`src/ex_pkg.sv`:
```
//////////////////////////////
// shared types for the execute slice
// widths are fixed at RV32, csr ops limited to csrrw/csrrs/ecall
//////////////////////////////
`default_nettype none

package ex_pkg;

	// data word, used for operands, pc, immediate and results
	typedef logic [31:0] xlen_t;
	typedef logic [4:0]  reg_idx_t;
	typedef logic [11:0] csr_addr_t;
	typedef logic [31:0] retire_cnt_t;

	typedef enum logic [3:0] {
		ALU_ADD  = 4'd0,
		ALU_SUB  = 4'd1,
		ALU_XOR  = 4'd2,
		ALU_OR   = 4'd3,
		ALU_AND  = 4'd4,
		ALU_SRL  = 4'd5,
		ALU_SRA  = 4'd6,
		ALU_SLL  = 4'd7,
		ALU_SLTU = 4'd8,
		ALU_SLT  = 4'd9
	} alu_op_t;

	// first alu source
	typedef enum logic [1:0] {
		SRC1_ZERO = 2'd0,
		SRC1_REG1 = 2'd1,
		SRC1_PC   = 2'd2,
		SRC1_CSR  = 2'd3
	} src1_sel_t;

	// second alu source
	typedef enum logic [1:0] {
		SRC2_ZERO = 2'd0,
		SRC2_REG2 = 2'd1,
		SRC2_IMM  = 2'd2,
		SRC2_FOUR = 2'd3
	} src2_sel_t;

	typedef enum logic [1:0] {
		CSR_NONE  = 2'd0,
		CSR_CSRRW = 2'd1,
		CSR_CSRRS = 2'd2,
		CSR_ECALL = 2'd3
	} csr_op_t;

	// mcause for an environment call from m-mode
	localparam xlen_t MCAUSE_ECALL_M = 32'd11;

endpackage

`default_nettype wire

```
`src/commit_stage.sv`:
```
//////////////////////////////
// single output register, rd writes to x0 are dropped here
//////////////////////////////
`timescale 1ns/1ps
`default_nettype none

module commit_stage
	import ex_pkg::*;
(
	input  wire            clock,
	input  wire            reset,
	input  wire            in_valid_i,
	output logic           in_allowin_o,
	input  wire            in_wd_i,
	input  wire reg_idx_t  in_rd_i,
	input  wire xlen_t     in_result_i,
	input  wire            in_csr_wen_i,
	input  wire csr_addr_t in_csr_addr_i,
	input  wire xlen_t     in_csr_wdata_i,
	input  wire xlen_t     in_mcause_i,
	input  wire            commit_ready_i,
	output logic           commit_valid_o,
	output logic           commit_rd_wen_o,
	output reg_idx_t       commit_rd_o,
	output xlen_t          commit_rd_data_o,
	output logic           commit_csr_wen_o,
	output csr_addr_t      commit_csr_addr_o,
	output xlen_t          commit_csr_wdata_o,
	output xlen_t          commit_mcause_o,
	output retire_cnt_t    retire_count_o
);

	logic        cm_valid;
	logic        wd_q;
	retire_cnt_t retire_cnt;

	assign in_allowin_o = !cm_valid || commit_ready_i;

	always_ff @(posedge clock) begin
		if (reset) begin
			cm_valid   <= 1'b0;
			retire_cnt <= '0;
		end else begin
			if (in_allowin_o) begin
				cm_valid <= in_valid_i;
			end
			// every handed-off op counts, x0 writes included
			if (cm_valid && commit_ready_i) begin
				retire_cnt <= retire_cnt + 1'b1;
			end
		end
	end

	always_ff @(posedge clock) begin
		if (in_valid_i && in_allowin_o) begin
			wd_q               <= in_wd_i;
			commit_rd_o        <= in_rd_i;
			commit_rd_data_o   <= in_result_i;
			commit_csr_wen_o   <= in_csr_wen_i;
			commit_csr_addr_o  <= in_csr_addr_i;
			commit_csr_wdata_o <= in_csr_wdata_i;
			commit_mcause_o    <= in_mcause_i;
		end
	end

	assign commit_valid_o  = cm_valid;
	assign commit_rd_wen_o = wd_q && (commit_rd_o != '0);
	assign retire_count_o  = retire_cnt;

	a_hold_until_ready: assert property (@(posedge clock) disable iff (reset)
		(commit_valid_o && !commit_ready_i) |=> (commit_valid_o
			&& $stable(commit_rd_wen_o) && $stable(commit_rd_o)
			&& $stable(commit_rd_data_o) && $stable(commit_csr_wen_o)
			&& $stable(commit_csr_addr_o) && $stable(commit_csr_wdata_o)
			&& $stable(commit_mcause_o)));

endmodule

`default_nettype wire

```
`src/ex_alu.sv`:
```
//////////////////////////////
// purely combinational, unknown op codes give zero
//////////////////////////////
`timescale 1ns/1ps
`default_nettype none

module ex_alu
	import ex_pkg::*;
(
	input  wire xlen_t   src1_i,
	input  wire xlen_t   src2_i,
	input  wire alu_op_t op_i,
	output xlen_t        result_o
);

	logic [4:0] shamt;
	logic       lt_signed;
	logic       lt_unsigned;

	// rv32 shifts only look at the low five bits
	assign shamt       = src2_i[4:0];
	assign lt_signed   = $signed(src1_i) < $signed(src2_i);
	assign lt_unsigned = src1_i < src2_i;

	always_comb begin
		result_o = '0;
		case (op_i)
			ALU_ADD: begin
				result_o = src1_i + src2_i;
			end
			ALU_SUB: begin
				result_o = src1_i - src2_i;
			end
			ALU_XOR:  result_o = src1_i ^ src2_i;
			ALU_OR:   result_o = src1_i | src2_i;
			ALU_AND:  result_o = src1_i & src2_i;
			ALU_SRL:  result_o = src1_i >> shamt;
			ALU_SRA: begin
				result_o = xlen_t'($signed(src1_i) >>> shamt);
			end
			ALU_SLL:  result_o = src1_i << shamt;
			// compares return 0 or 1
			ALU_SLTU: result_o = {31'b0, lt_unsigned};
			ALU_SLT:  result_o = {31'b0, lt_signed};
			default:  result_o = '0;
		endcase
	end

endmodule

`default_nettype wire

```
`src/ex_stage.sv`:
```
//////////////////////////////
// one op deep, never stalls on its own
// DATA_LEN must match xlen_t
//////////////////////////////
`timescale 1ns/1ps
`default_nettype none

module ex_stage
	import ex_pkg::*;
#(
	parameter int DATA_LEN = 32
) (
	input  wire            clock,
	input  wire            reset,
	input  wire            in_valid_i,
	output logic           in_allowin_o,
	input  wire xlen_t     reg1_i,
	input  wire xlen_t     reg2_i,
	input  wire xlen_t     pc_i,
	input  wire xlen_t     imm_i,
	input  wire alu_op_t   alu_op_i,
	input  wire src1_sel_t src1_sel_i,
	input  wire src2_sel_t src2_sel_i,
	input  wire csr_op_t   csr_op_i,
	input  wire xlen_t     csr_rdata_i,
	input  wire csr_addr_t csr_addr_i,
	input  wire            wd_i,
	input  wire reg_idx_t  rd_i,
	input  wire            out_allowin_i,
	output logic           out_valid_o,
	output logic           out_wd_o,
	output reg_idx_t       out_rd_o,
	output xlen_t          out_result_o,
	output logic           out_csr_wen_o,
	output csr_addr_t      out_csr_addr_o,
	output xlen_t          out_csr_wdata_o,
	output xlen_t          out_mcause_o,
	output logic           fwd_valid_o,
	output reg_idx_t       fwd_rd_o,
	output xlen_t          fwd_data_o,
	output logic           fwd_csr_valid_o,
	output csr_addr_t      fwd_csr_addr_o,
	output xlen_t          fwd_csr_wdata_o
);

	logic      es_valid;
	xlen_t     reg1_q, reg2_q, pc_q, imm_q, csr_rdata_q;
	alu_op_t   alu_op_q;
	src1_sel_t src1_sel_q;
	src2_sel_t src2_sel_q;
	csr_op_t   csr_op_q;
	csr_addr_t csr_addr_q;
	logic      wd_q;
	reg_idx_t  rd_q;

	logic [DATA_LEN-1:0] src1;
	logic [DATA_LEN-1:0] src2;
	logic [DATA_LEN-1:0] csr_wdata;
	xlen_t               alu_result;
	logic                csr_wen;

	// empty, or the held op leaves this cycle
	assign in_allowin_o = !es_valid || out_allowin_i;

	always_ff @(posedge clock) begin
		if (reset) begin
			es_valid <= 1'b0;
		end else if (in_allowin_o) begin
			es_valid <= in_valid_i;
		end
	end

	always_ff @(posedge clock) begin
		if (in_valid_i && in_allowin_o) begin
			reg1_q      <= reg1_i;
			reg2_q      <= reg2_i;
			pc_q        <= pc_i;
			imm_q       <= imm_i;
			alu_op_q    <= alu_op_i;
			src1_sel_q  <= src1_sel_i;
			src2_sel_q  <= src2_sel_i;
			csr_op_q    <= csr_op_i;
			csr_rdata_q <= csr_rdata_i;
			csr_addr_q  <= csr_addr_i;
			wd_q        <= wd_i;
			rd_q        <= rd_i;
		end
	end

	always_comb begin
		src1 = '0;
		case (src1_sel_q)
			SRC1_ZERO: src1 = '0;
			SRC1_REG1: src1 = reg1_q;
			SRC1_PC:   src1 = pc_q;
			SRC1_CSR:  src1 = csr_rdata_q;
		endcase
	end

	always_comb begin
		src2 = '0;
		case (src2_sel_q)
			SRC2_ZERO: src2 = '0;
			SRC2_REG2: src2 = reg2_q;
			SRC2_IMM:  src2 = imm_q;
			SRC2_FOUR: src2 = 32'd4;
		endcase
	end

	ex_alu u_alu (
		.src1_i   (src1),
		.src2_i   (src2),
		.op_i     (alu_op_q),
		.result_o (alu_result)
	);

	// ecall writes the trapping pc into mepc
	always_comb begin
		csr_wdata = '0;
		case (csr_op_q)
			CSR_CSRRW: csr_wdata = reg1_q;
			CSR_CSRRS: csr_wdata = reg1_q | csr_rdata_q;
			CSR_ECALL: csr_wdata = pc_q;
			default:   csr_wdata = '0;
		endcase
	end

	assign csr_wen = (csr_op_q != CSR_NONE);

	assign out_valid_o     = es_valid;
	assign out_wd_o        = wd_q;
	assign out_rd_o        = rd_q;
	assign out_result_o    = alu_result;
	assign out_csr_wen_o   = csr_wen;
	assign out_csr_addr_o  = csr_addr_q;
	assign out_csr_wdata_o = csr_wdata;
	assign out_mcause_o    = (csr_op_q == CSR_ECALL) ? MCAUSE_ECALL_M : '0;

	// forward toward decode, x0 never forwards
	assign fwd_valid_o     = es_valid && wd_q && (rd_q != '0);
	assign fwd_rd_o        = rd_q;
	assign fwd_data_o      = alu_result;
	assign fwd_csr_valid_o = es_valid && csr_wen;
	assign fwd_csr_addr_o  = csr_addr_q;
	assign fwd_csr_wdata_o = csr_wdata;

	a_empty_after_reset: assert property (@(posedge clock) reset |=> !out_valid_o);

endmodule

`default_nettype wire

```
`src/ex_top.sv`:
```
//////////////////////////////
// execute, result buffer, commit
// no loads, stores or branches
//////////////////////////////
`timescale 1ns/1ps
`default_nettype none

module ex_top
	import ex_pkg::*;
#(
	parameter int DATA_LEN   = 32,
	parameter int FIFO_DEPTH = 4
) (
	input  wire            clock,
	input  wire            reset,
	input  wire            in_valid_i,
	output logic           in_allowin_o,
	input  wire xlen_t     reg1_i,
	input  wire xlen_t     reg2_i,
	input  wire xlen_t     pc_i,
	input  wire xlen_t     imm_i,
	input  wire alu_op_t   alu_op_i,
	input  wire src1_sel_t src1_sel_i,
	input  wire src2_sel_t src2_sel_i,
	input  wire csr_op_t   csr_op_i,
	input  wire xlen_t     csr_rdata_i,
	input  wire csr_addr_t csr_addr_i,
	input  wire            wd_i,
	input  wire reg_idx_t  rd_i,
	output logic           fwd_valid_o,
	output reg_idx_t       fwd_rd_o,
	output xlen_t          fwd_data_o,
	output logic           fwd_csr_valid_o,
	output csr_addr_t      fwd_csr_addr_o,
	output xlen_t          fwd_csr_wdata_o,
	input  wire            commit_ready_i,
	output logic           commit_valid_o,
	output logic           commit_rd_wen_o,
	output reg_idx_t       commit_rd_o,
	output xlen_t          commit_rd_data_o,
	output logic           commit_csr_wen_o,
	output csr_addr_t      commit_csr_addr_o,
	output xlen_t          commit_csr_wdata_o,
	output xlen_t          commit_mcause_o,
	output retire_cnt_t    retire_count_o
);

	// stage to buffer
	logic      es_valid, es_wd, es_csr_wen, fifo_allowin;
	reg_idx_t  es_rd;
	xlen_t     es_result, es_csr_wdata, es_mcause;
	csr_addr_t es_csr_addr;

	// buffer head to commit
	logic      fifo_valid, fifo_wd, fifo_csr_wen, cm_allowin;
	reg_idx_t  fifo_rd;
	xlen_t     fifo_result, fifo_csr_wdata, fifo_mcause;
	csr_addr_t fifo_csr_addr;

	ex_stage #(
		.DATA_LEN (DATA_LEN)
	) u_ex_stage (
		.clock           (clock),
		.reset           (reset),
		.in_valid_i      (in_valid_i),
		.in_allowin_o    (in_allowin_o),
		.reg1_i          (reg1_i),
		.reg2_i          (reg2_i),
		.pc_i            (pc_i),
		.imm_i           (imm_i),
		.alu_op_i        (alu_op_i),
		.src1_sel_i      (src1_sel_i),
		.src2_sel_i      (src2_sel_i),
		.csr_op_i        (csr_op_i),
		.csr_rdata_i     (csr_rdata_i),
		.csr_addr_i      (csr_addr_i),
		.wd_i            (wd_i),
		.rd_i            (rd_i),
		.out_allowin_i   (fifo_allowin),
		.out_valid_o     (es_valid),
		.out_wd_o        (es_wd),
		.out_rd_o        (es_rd),
		.out_result_o    (es_result),
		.out_csr_wen_o   (es_csr_wen),
		.out_csr_addr_o  (es_csr_addr),
		.out_csr_wdata_o (es_csr_wdata),
		.out_mcause_o    (es_mcause),
		.fwd_valid_o     (fwd_valid_o),
		.fwd_rd_o        (fwd_rd_o),
		.fwd_data_o      (fwd_data_o),
		.fwd_csr_valid_o (fwd_csr_valid_o),
		.fwd_csr_addr_o  (fwd_csr_addr_o),
		.fwd_csr_wdata_o (fwd_csr_wdata_o)
	);

	result_fifo #(
		.DEPTH (FIFO_DEPTH)
	) u_result_fifo (
		.clock           (clock),
		.reset           (reset),
		.push_valid_i    (es_valid),
		.push_allowin_o  (fifo_allowin),
		.in_wd_i         (es_wd),
		.in_rd_i         (es_rd),
		.in_result_i     (es_result),
		.in_csr_wen_i    (es_csr_wen),
		.in_csr_addr_i   (es_csr_addr),
		.in_csr_wdata_i  (es_csr_wdata),
		.in_mcause_i     (es_mcause),
		.pop_valid_o     (fifo_valid),
		.pop_allowin_i   (cm_allowin),
		.out_wd_o        (fifo_wd),
		.out_rd_o        (fifo_rd),
		.out_result_o    (fifo_result),
		.out_csr_wen_o   (fifo_csr_wen),
		.out_csr_addr_o  (fifo_csr_addr),
		.out_csr_wdata_o (fifo_csr_wdata),
		.out_mcause_o    (fifo_mcause)
	);

	commit_stage u_commit_stage (
		.clock              (clock),
		.reset              (reset),
		.in_valid_i         (fifo_valid),
		.in_allowin_o       (cm_allowin),
		.in_wd_i            (fifo_wd),
		.in_rd_i            (fifo_rd),
		.in_result_i        (fifo_result),
		.in_csr_wen_i       (fifo_csr_wen),
		.in_csr_addr_i      (fifo_csr_addr),
		.in_csr_wdata_i     (fifo_csr_wdata),
		.in_mcause_i        (fifo_mcause),
		.commit_ready_i     (commit_ready_i),
		.commit_valid_o     (commit_valid_o),
		.commit_rd_wen_o    (commit_rd_wen_o),
		.commit_rd_o        (commit_rd_o),
		.commit_rd_data_o   (commit_rd_data_o),
		.commit_csr_wen_o   (commit_csr_wen_o),
		.commit_csr_addr_o  (commit_csr_addr_o),
		.commit_csr_wdata_o (commit_csr_wdata_o),
		.commit_mcause_o    (commit_mcause_o),
		.retire_count_o     (retire_count_o)
	);

endmodule

`default_nettype wire

```
`src/result_fifo.sv`:
```
//////////////////////////////
// DEPTH must be a power of two and at least 2
// head entry is read without a register stage
//////////////////////////////
`timescale 1ns/1ps
`default_nettype none

module result_fifo
	import ex_pkg::*;
#(
	parameter int DEPTH = 4
) (
	input  wire            clock,
	input  wire            reset,
	input  wire            push_valid_i,
	output logic           push_allowin_o,
	input  wire            in_wd_i,
	input  wire reg_idx_t  in_rd_i,
	input  wire xlen_t     in_result_i,
	input  wire            in_csr_wen_i,
	input  wire csr_addr_t in_csr_addr_i,
	input  wire xlen_t     in_csr_wdata_i,
	input  wire xlen_t     in_mcause_i,
	output logic           pop_valid_o,
	input  wire            pop_allowin_i,
	output logic           out_wd_o,
	output reg_idx_t       out_rd_o,
	output xlen_t          out_result_o,
	output logic           out_csr_wen_o,
	output csr_addr_t      out_csr_addr_o,
	output xlen_t          out_csr_wdata_o,
	output xlen_t          out_mcause_o
);

	localparam int AW = $clog2(DEPTH);

	logic      wd_mem        [DEPTH];
	reg_idx_t  rd_mem        [DEPTH];
	xlen_t     result_mem    [DEPTH];
	logic      csr_wen_mem   [DEPTH];
	csr_addr_t csr_addr_mem  [DEPTH];
	xlen_t     csr_wdata_mem [DEPTH];
	xlen_t     mcause_mem    [DEPTH];

	logic [AW-1:0] wr_ptr;
	logic [AW-1:0] rd_ptr;
	logic [AW:0]   count;
	logic          do_push;
	logic          do_pop;

	assign push_allowin_o = (count != (AW+1)'(DEPTH));
	assign pop_valid_o    = (count != '0);
	assign do_push        = push_valid_i && push_allowin_o;
	assign do_pop         = pop_valid_o && pop_allowin_i;

	always_ff @(posedge clock) begin
		if (reset) begin
			wr_ptr <= '0;
			rd_ptr <= '0;
			count  <= '0;
		end else begin
			if (do_push) begin
				wr_ptr <= wr_ptr + 1'b1;
			end
			if (do_pop) begin
				rd_ptr <= rd_ptr + 1'b1;
			end
			// push and pop together leave the count alone
			if (do_push && !do_pop) begin
				count <= count + 1'b1;
			end else if (do_pop && !do_push) begin
				count <= count - 1'b1;
			end
		end
	end

	always_ff @(posedge clock) begin
		if (do_push) begin
			wd_mem[wr_ptr]        <= in_wd_i;
			rd_mem[wr_ptr]        <= in_rd_i;
			result_mem[wr_ptr]    <= in_result_i;
			csr_wen_mem[wr_ptr]   <= in_csr_wen_i;
			csr_addr_mem[wr_ptr]  <= in_csr_addr_i;
			csr_wdata_mem[wr_ptr] <= in_csr_wdata_i;
			mcause_mem[wr_ptr]    <= in_mcause_i;
		end
	end

	assign out_wd_o        = wd_mem[rd_ptr];
	assign out_rd_o        = rd_mem[rd_ptr];
	assign out_result_o    = result_mem[rd_ptr];
	assign out_csr_wen_o   = csr_wen_mem[rd_ptr];
	assign out_csr_addr_o  = csr_addr_mem[rd_ptr];
	assign out_csr_wdata_o = csr_wdata_mem[rd_ptr];
	assign out_mcause_o    = mcause_mem[rd_ptr];

	// occupancy never goes past DEPTH
	a_no_push_full: assert property (@(posedge clock) disable iff (reset)
		count <= (AW+1)'(DEPTH));

	// pointer distance always equals the count
	a_no_pop_empty: assert property (@(posedge clock) disable iff (reset)
		(wr_ptr - rd_ptr) == count[AW-1:0]);

endmodule

`default_nettype wire
```
`config.mk`:
```
export PLATFORM = sky130hd
export DESIGN_NAME = ex_top
export DESIGN_NICKNAME = d
export VERILOG_FILES = /design/src/ex_pkg.sv /design/src/commit_stage.sv /design/src/ex_alu.sv /design/src/ex_stage.sv /design/src/ex_top.sv /design/src/result_fifo.sv
export SDC_FILE = /design/constraint.sdc
export NUM_CORES = 1
export LEC_CHECK = 0
export BUFFER_PORTS_ARGS = -buffer_cell sky130_fd_sc_hd__buf_2
export CORE_MARGIN = 2
export CORE_UTILIZATION = 45
export CTS_CLUSTER_DIAMETER = 40
export DETAILED_ROUTE_END_ITERATION = 12
export PLACE_DENSITY = 0.72
export SETUP_SLACK_MARGIN = 0.15
export SYNTH_ARGS = -nofsm -noshare
export SYNTH_HDL_FRONTEND = slang
export SYNTH_SLANG_ARGS = --single-unit
```
`constraint.sdc`:
```
create_clock -name clock -period 12.4 [get_ports clock]
set_clock_uncertainty 0.05 [all_clocks]
set_input_delay 2.48 -clock clock [delete_from_list [all_inputs] [get_ports clock]]
set_output_delay 2.48 -clock clock [all_outputs]
set_load 0.01 [all_outputs]
```
==> reports/qor.log <==
[run_status] outcome complete, no violations
[timing] total negative slack for setup checks 0 ns
[drt] via density per instance 6.116
[global_routing] aggregate global-route resource usage 0.2757
[logic_synthesis] most frequently used flop master after synthesis sky130_fd_sc_hd__edfxtp_1
[timing] RSZ-0062 raised after global routing no
[clock_network] Clk pin slew, worst setup/hold paths 0.06 ns
[logic_synthesis] biggest area consumer among synthesized cells sky130_fd_sc_hd__edfxtp_1
[logic_synthesis] adder-cell area share of the yosys netlist 0.04204
[setup_path] CP Data Arrival Time 6.69 ns
[drt] First DRT Iteration DRCs 2771
[floorplanning] DIE AREA 74790 µm²
[place] post-detail-place hpwl 74930 µm
[cells_and_area] Post-layout nets 3173
[timing] measured slew at the worst slew-check pin 1.217 ns
[logic_synthesis] cell count after synthesis 2512
[setup_path] crit-path max FO 34
[logic_synthesis] mapped cell area 32680 µm²
[drt] Pre-antenna DRT Iters 7
[cells_and_area] leading cell types in the layout, fill and taps excluded sky130_fd_sc_hd__edfxtp_1, sky130_fd_sc_hd__buf_2, sky130_fd_sc_hd__nor2_1
[global_routing] maximum number of pins on one net before global-route repair 83
[setup_path] ordered list of cells on the worst path buf_4, nor2b_4, a22o_1, inv_1, ha_1, fa_1, o21bai_1, a221oi_1, nor4bb_1, o21ai_1, a21oi_1, o21ai_0, o21a_1, nor4_1, o221ai_1, buf_2
[floorplanning] x dimension of the die 273.5 µm
[global_routing] wire length of the first global-routing pass 153300 µm
[power] reported leakage power 14.55 nW
[clock_network] library cell used as clock root buffer sky130_fd_sc_hd__clkbuf_16
[logic_synthesis] proportion of synthesized chip area in sequential cells 0.5838
[floorplanning] number of rows in the core area 98
[drt] detailed-route via count 23.88k
[setup_path] nature of the critical path endpoint output pin
[timing] worst slew slack as a fraction of its limit 0.1799
[place] DP Cell Count 3734
[floorplanning] Initial Util 0.4556
[clock_network] Clock Latency Late Sink 0.66 ns
[floorplanning] Die Ht 273.5 µm
[job] max capacitance violation total 0
[cells_and_area] fraction of layout instances using a drive strength above 1 0.2572
[logic_synthesis] Yosys top cell area share 0.5587
[logic_synthesis] mean cell area of the mapped netlist 13.01 µm²
[logic_synthesis] YS warnings 0
[logic_synthesis] Compound-Gate Fraction of Synth Area 0.1356
[logic_synthesis] Seq cells post-synth 649
[drt] average detailed-routed wire length per instance 26.97 µm
[timing] final setup violation count 0
[logic_synthesis] fraction of the mapped netlist area in simple logic gates 0.07355
[clock_network] buffers from clock root to sink, at most 3
[timing] Max Fclk 108.4 MHz
[logic_synthesis] proportion of synthesized flip-flops having asynchronous set or reset 0
[clock_network] number of gates given a new drive strength after cts 0
[logic_synthesis] unique cell type count in the Yosys netlist 91
[logic_synthesis] mux share of post-synthesis cell area 0.1126
[place] weighted congestion at the end of routability-driven global placement 0.9949
[power] Pwr Total 7.519 mW
[logic_synthesis] EDFF count, synth 608
[drt] remaining antenna violation count 0
[clock_network] Post-CTS Hold Fix Bufs 0
[global_routing] vias in the first global route 23.07k
[global_routing] global-route congestion overflow total 0
[hold_path] path class of the lowest-slack min-delay path reg -> reg
[cells_and_area] synthesis-to-finish area growth 18.05%
[floorplanning] ports placed on the boundary 424
[logic_synthesis] main combinational cell family by area after synthesis compound AO/OA/AOI/OAI gates
[timing] min Tclk post-route 9.221 ns
[logic_synthesis] area share of xor/xnor cells in the synthesized design 0.01179
[timing] number of pins exceeding their max-slew limit in the final report 0
[floorplanning] Core ar. 71730 µm²
[timing] Hold Fails Final Rpt 0
[logic_synthesis] top area cells in the synthesized netlist sky130_fd_sc_hd__edfxtp_1, sky130_fd_sc_hd__mux4_2, sky130_fd_sc_hd__ha_1
[clock_network] clock tree from TritonCTS built
[setup_path] Max stage delay on crit path 0.84 ns
[setup_path] required time reported for the critical path endpoint 9.87 ns
[drt] Remaining DRCs 0
[power] power density of the placed cells 194.9 nW/µm²
[cells_and_area] commonest non-fill, non-tap cell in the layout sky130_fd_sc_hd__edfxtp_1
[power] maximum vdd ir drop 0.1570 mV
[drt] sum of routed wire length over all layers 105300 µm
[place] number of I/O port buffers 394
[global_routing] initial antenna violation count 8
[clock_network] total setup buffers inserted after CTS 0
[clock_network] number of H-tree levels 3
[clock_network] CTS sink cnt 649
[setup_path] kind of start point of the critical path flop
[setup_path] critical path's slowest cell sky130_fd_sc_hd__nor2b_4
[timing] share of the cycle needed by the critical path after routing 0.7437
[cells_and_area] non-filler cells, final 3904
[cells_and_area] Final Core Density 0.5378
[clock_network] number of clock buffers inserted by TritonCTS 87
[setup_path] Crit Path Category reg -> out
==> final timing paths <==
check	start	to	slack (ns)	cells after the start
max	u_ex_stage.src1_sel_q[0]	fwd_data_o[0]	3.18	16
min	u_commit_stage.retire_count_o[6]	u_commit_stage.retire_count_o[6]	0.44	2
max reg2reg	u_ex_stage.src1_sel_q[0]	u_result_fifo.result_mem[1][0]	6.23	15
min reg2reg	u_commit_stage.retire_count_o[6]	u_commit_stage.retire_count_o[6]	0.44	2
==> flip-flops by register name (all words and copies together) (netlist names), 4 cells and up <==
| register | count |
|---|---|
| u_result_fifo.csr_wdata_mem | 128 |
| u_commit_stage.commit_csr_wdata_o | 32 |
| u_result_fifo.rd_mem | 20 |
| u_commit_stage.commit_csr_addr_o | 12 |
| u_ex_stage.fwd_csr_addr_o | 12 |
| u_result_fifo.csr_wen_mem | 4 |
| u_result_fifo.csr_addr_mem | 48 |
| u_commit_stage.commit_rd_data_o | 32 |
| u_result_fifo.wd_mem | 4 |
| u_result_fifo.mcause_mem | 4 |
| u_ex_stage.csr_rdata_q | 32 |
| u_result_fifo.result_mem | 128 |
| u_ex_stage.reg2_q | 32 |
| u_ex_stage.reg1_q | 32 |
| u_commit_stage.commit_rd_o | 5 |
| u_commit_stage.retire_count_o | 32 |
| u_ex_stage.pc_q | 32 |
| u_ex_stage.imm_q | 32 |
| u_ex_stage.fwd_rd_o | 5 |
| u_ex_stage.alu_op_q | 4 |
==> stage by stage <==
stage | setup slack (ns) | instance area [µm²] | hold WS, ns
3_3_place_gp | 4.152 | 35430 | 0.4046
3_5_place_dp | 3.995 | 35430 | 0.4426
2_1_floorplan | 3.639 | 32790 | 0.4322
5_1_grt | 2.865 | 38570 | 0.4580
4_1_cts | 3.311 | 38560 | 0.4499
6_report | 3.179 | 38570 | 0.4435
==> per-layer routing <==
layer / part of all wire / wire [µm] / track usage
met1: 0.41 / 42650 / 0.3645
met2: 0.49 / 51450 / 0.4567
met3: 0.070 / 7371 / 0.04833
met4: 0.036 / 3809 / 0.1008
met5: 0.00022 / 23 / 0
==> power breakdown <==
group	switching [mW]	total, mW	internal (mW)
logic	1.25	1.94	0.693
registers	0.141	2.96	2.82
clock network	1.02	2.62	1.61
total	2.40	7.52	5.12
==> cell type report <==
type,count,area (µm²)
Clock inverter,68,914.6
Antenna cell,7,17.52
Clock buffer,95,2217
Tap cell,950,1189
Sequential cell,649,19090
Timing Repair Buffer,438,2302
Multi-Input combinational cell,1592,12450
Inverter,105,394.1
Fill cell,5977,33160
==> cells by family (layout without fill, tap and decap cells) <==
kind of cell / after synthesis / count (layout)
xor gates and xnor gates: 44 / 44
AOI/OAI and AO/OA: 644 / 644
muxes: 252 / 252
other: 1 / 36
and+or+nand+nor: 515 / 515
adders and majority gates: 108 / 108
DFF: 649 / 649
buffers and inverters: 299 / 706
==> worst max-delay path, delay by kind of cell (launching register included) <==
family                     cells  cell delay (ns)
adders and majority gates      2             0.73
and+or+nand+nor                3             1.81
buffers and inverters          3             0.83
AOI/OAI and AO/OA              8             2.28
DFF                            1             0.31
==> synth_stat cells, types with 7 or more instances <==
library cell and count:
sky130_fd_sc_hd__nor4_1 12, sky130_fd_sc_hd__a22oi_1 34, sky130_fd_sc_hd__o32ai_1 35, sky130_fd_sc_hd__o211ai_1 33, sky130_fd_sc_hd__xor2_1 25, sky130_fd_sc_hd__o41ai_1 7
sky130_fd_sc_hd__edfxtp_1 608, sky130_fd_sc_hd__nand2_1 133, sky130_fd_sc_hd__a211o_1 10, sky130_fd_sc_hd__o21ai_0 90, sky130_fd_sc_hd__or3_1 15, sky130_fd_sc_hd__o221ai_1 15
sky130_fd_sc_hd__buf_4 34, sky130_fd_sc_hd__buf_1 33, sky130_fd_sc_hd__nand3_1 35, sky130_fd_sc_hd__and3_1 13, sky130_fd_sc_hd__a21o_1 18, sky130_fd_sc_hd__inv_1 102
sky130_fd_sc_hd__clkbuf_1 94, sky130_fd_sc_hd__mux4_2 87, sky130_fd_sc_hd__nand2b_1 11, sky130_fd_sc_hd__mux2_2 45, sky130_fd_sc_hd__dfxtp_1 41, sky130_fd_sc_hd__nor2b_1 13
sky130_fd_sc_hd__a221o_1 11, sky130_fd_sc_hd__nor2_1 184, sky130_fd_sc_hd__and2_1 14, sky130_fd_sc_hd__o2111ai_1 9, sky130_fd_sc_hd__a211oi_1 19, sky130_fd_sc_hd__o21bai_1 18
sky130_fd_sc_hd__o22ai_1 27, sky130_fd_sc_hd__o31ai_1 9, sky130_fd_sc_hd__nand4_1 18, sky130_fd_sc_hd__ha_1 105, sky130_fd_sc_hd__nor3_1 32, sky130_fd_sc_hd__o21a_1 9
sky130_fd_sc_hd__mux2i_1 115, sky130_fd_sc_hd__a221oi_1 19, sky130_fd_sc_hd__xnor2_1 19, sky130_fd_sc_hd__a22o_1 32, sky130_fd_sc_hd__a21oi_1 167, sky130_fd_sc_hd__buf_2 28
sky130_fd_sc_hd__a31oi_1 24
No activity file was read; power rests on OpenSTA's default activity.
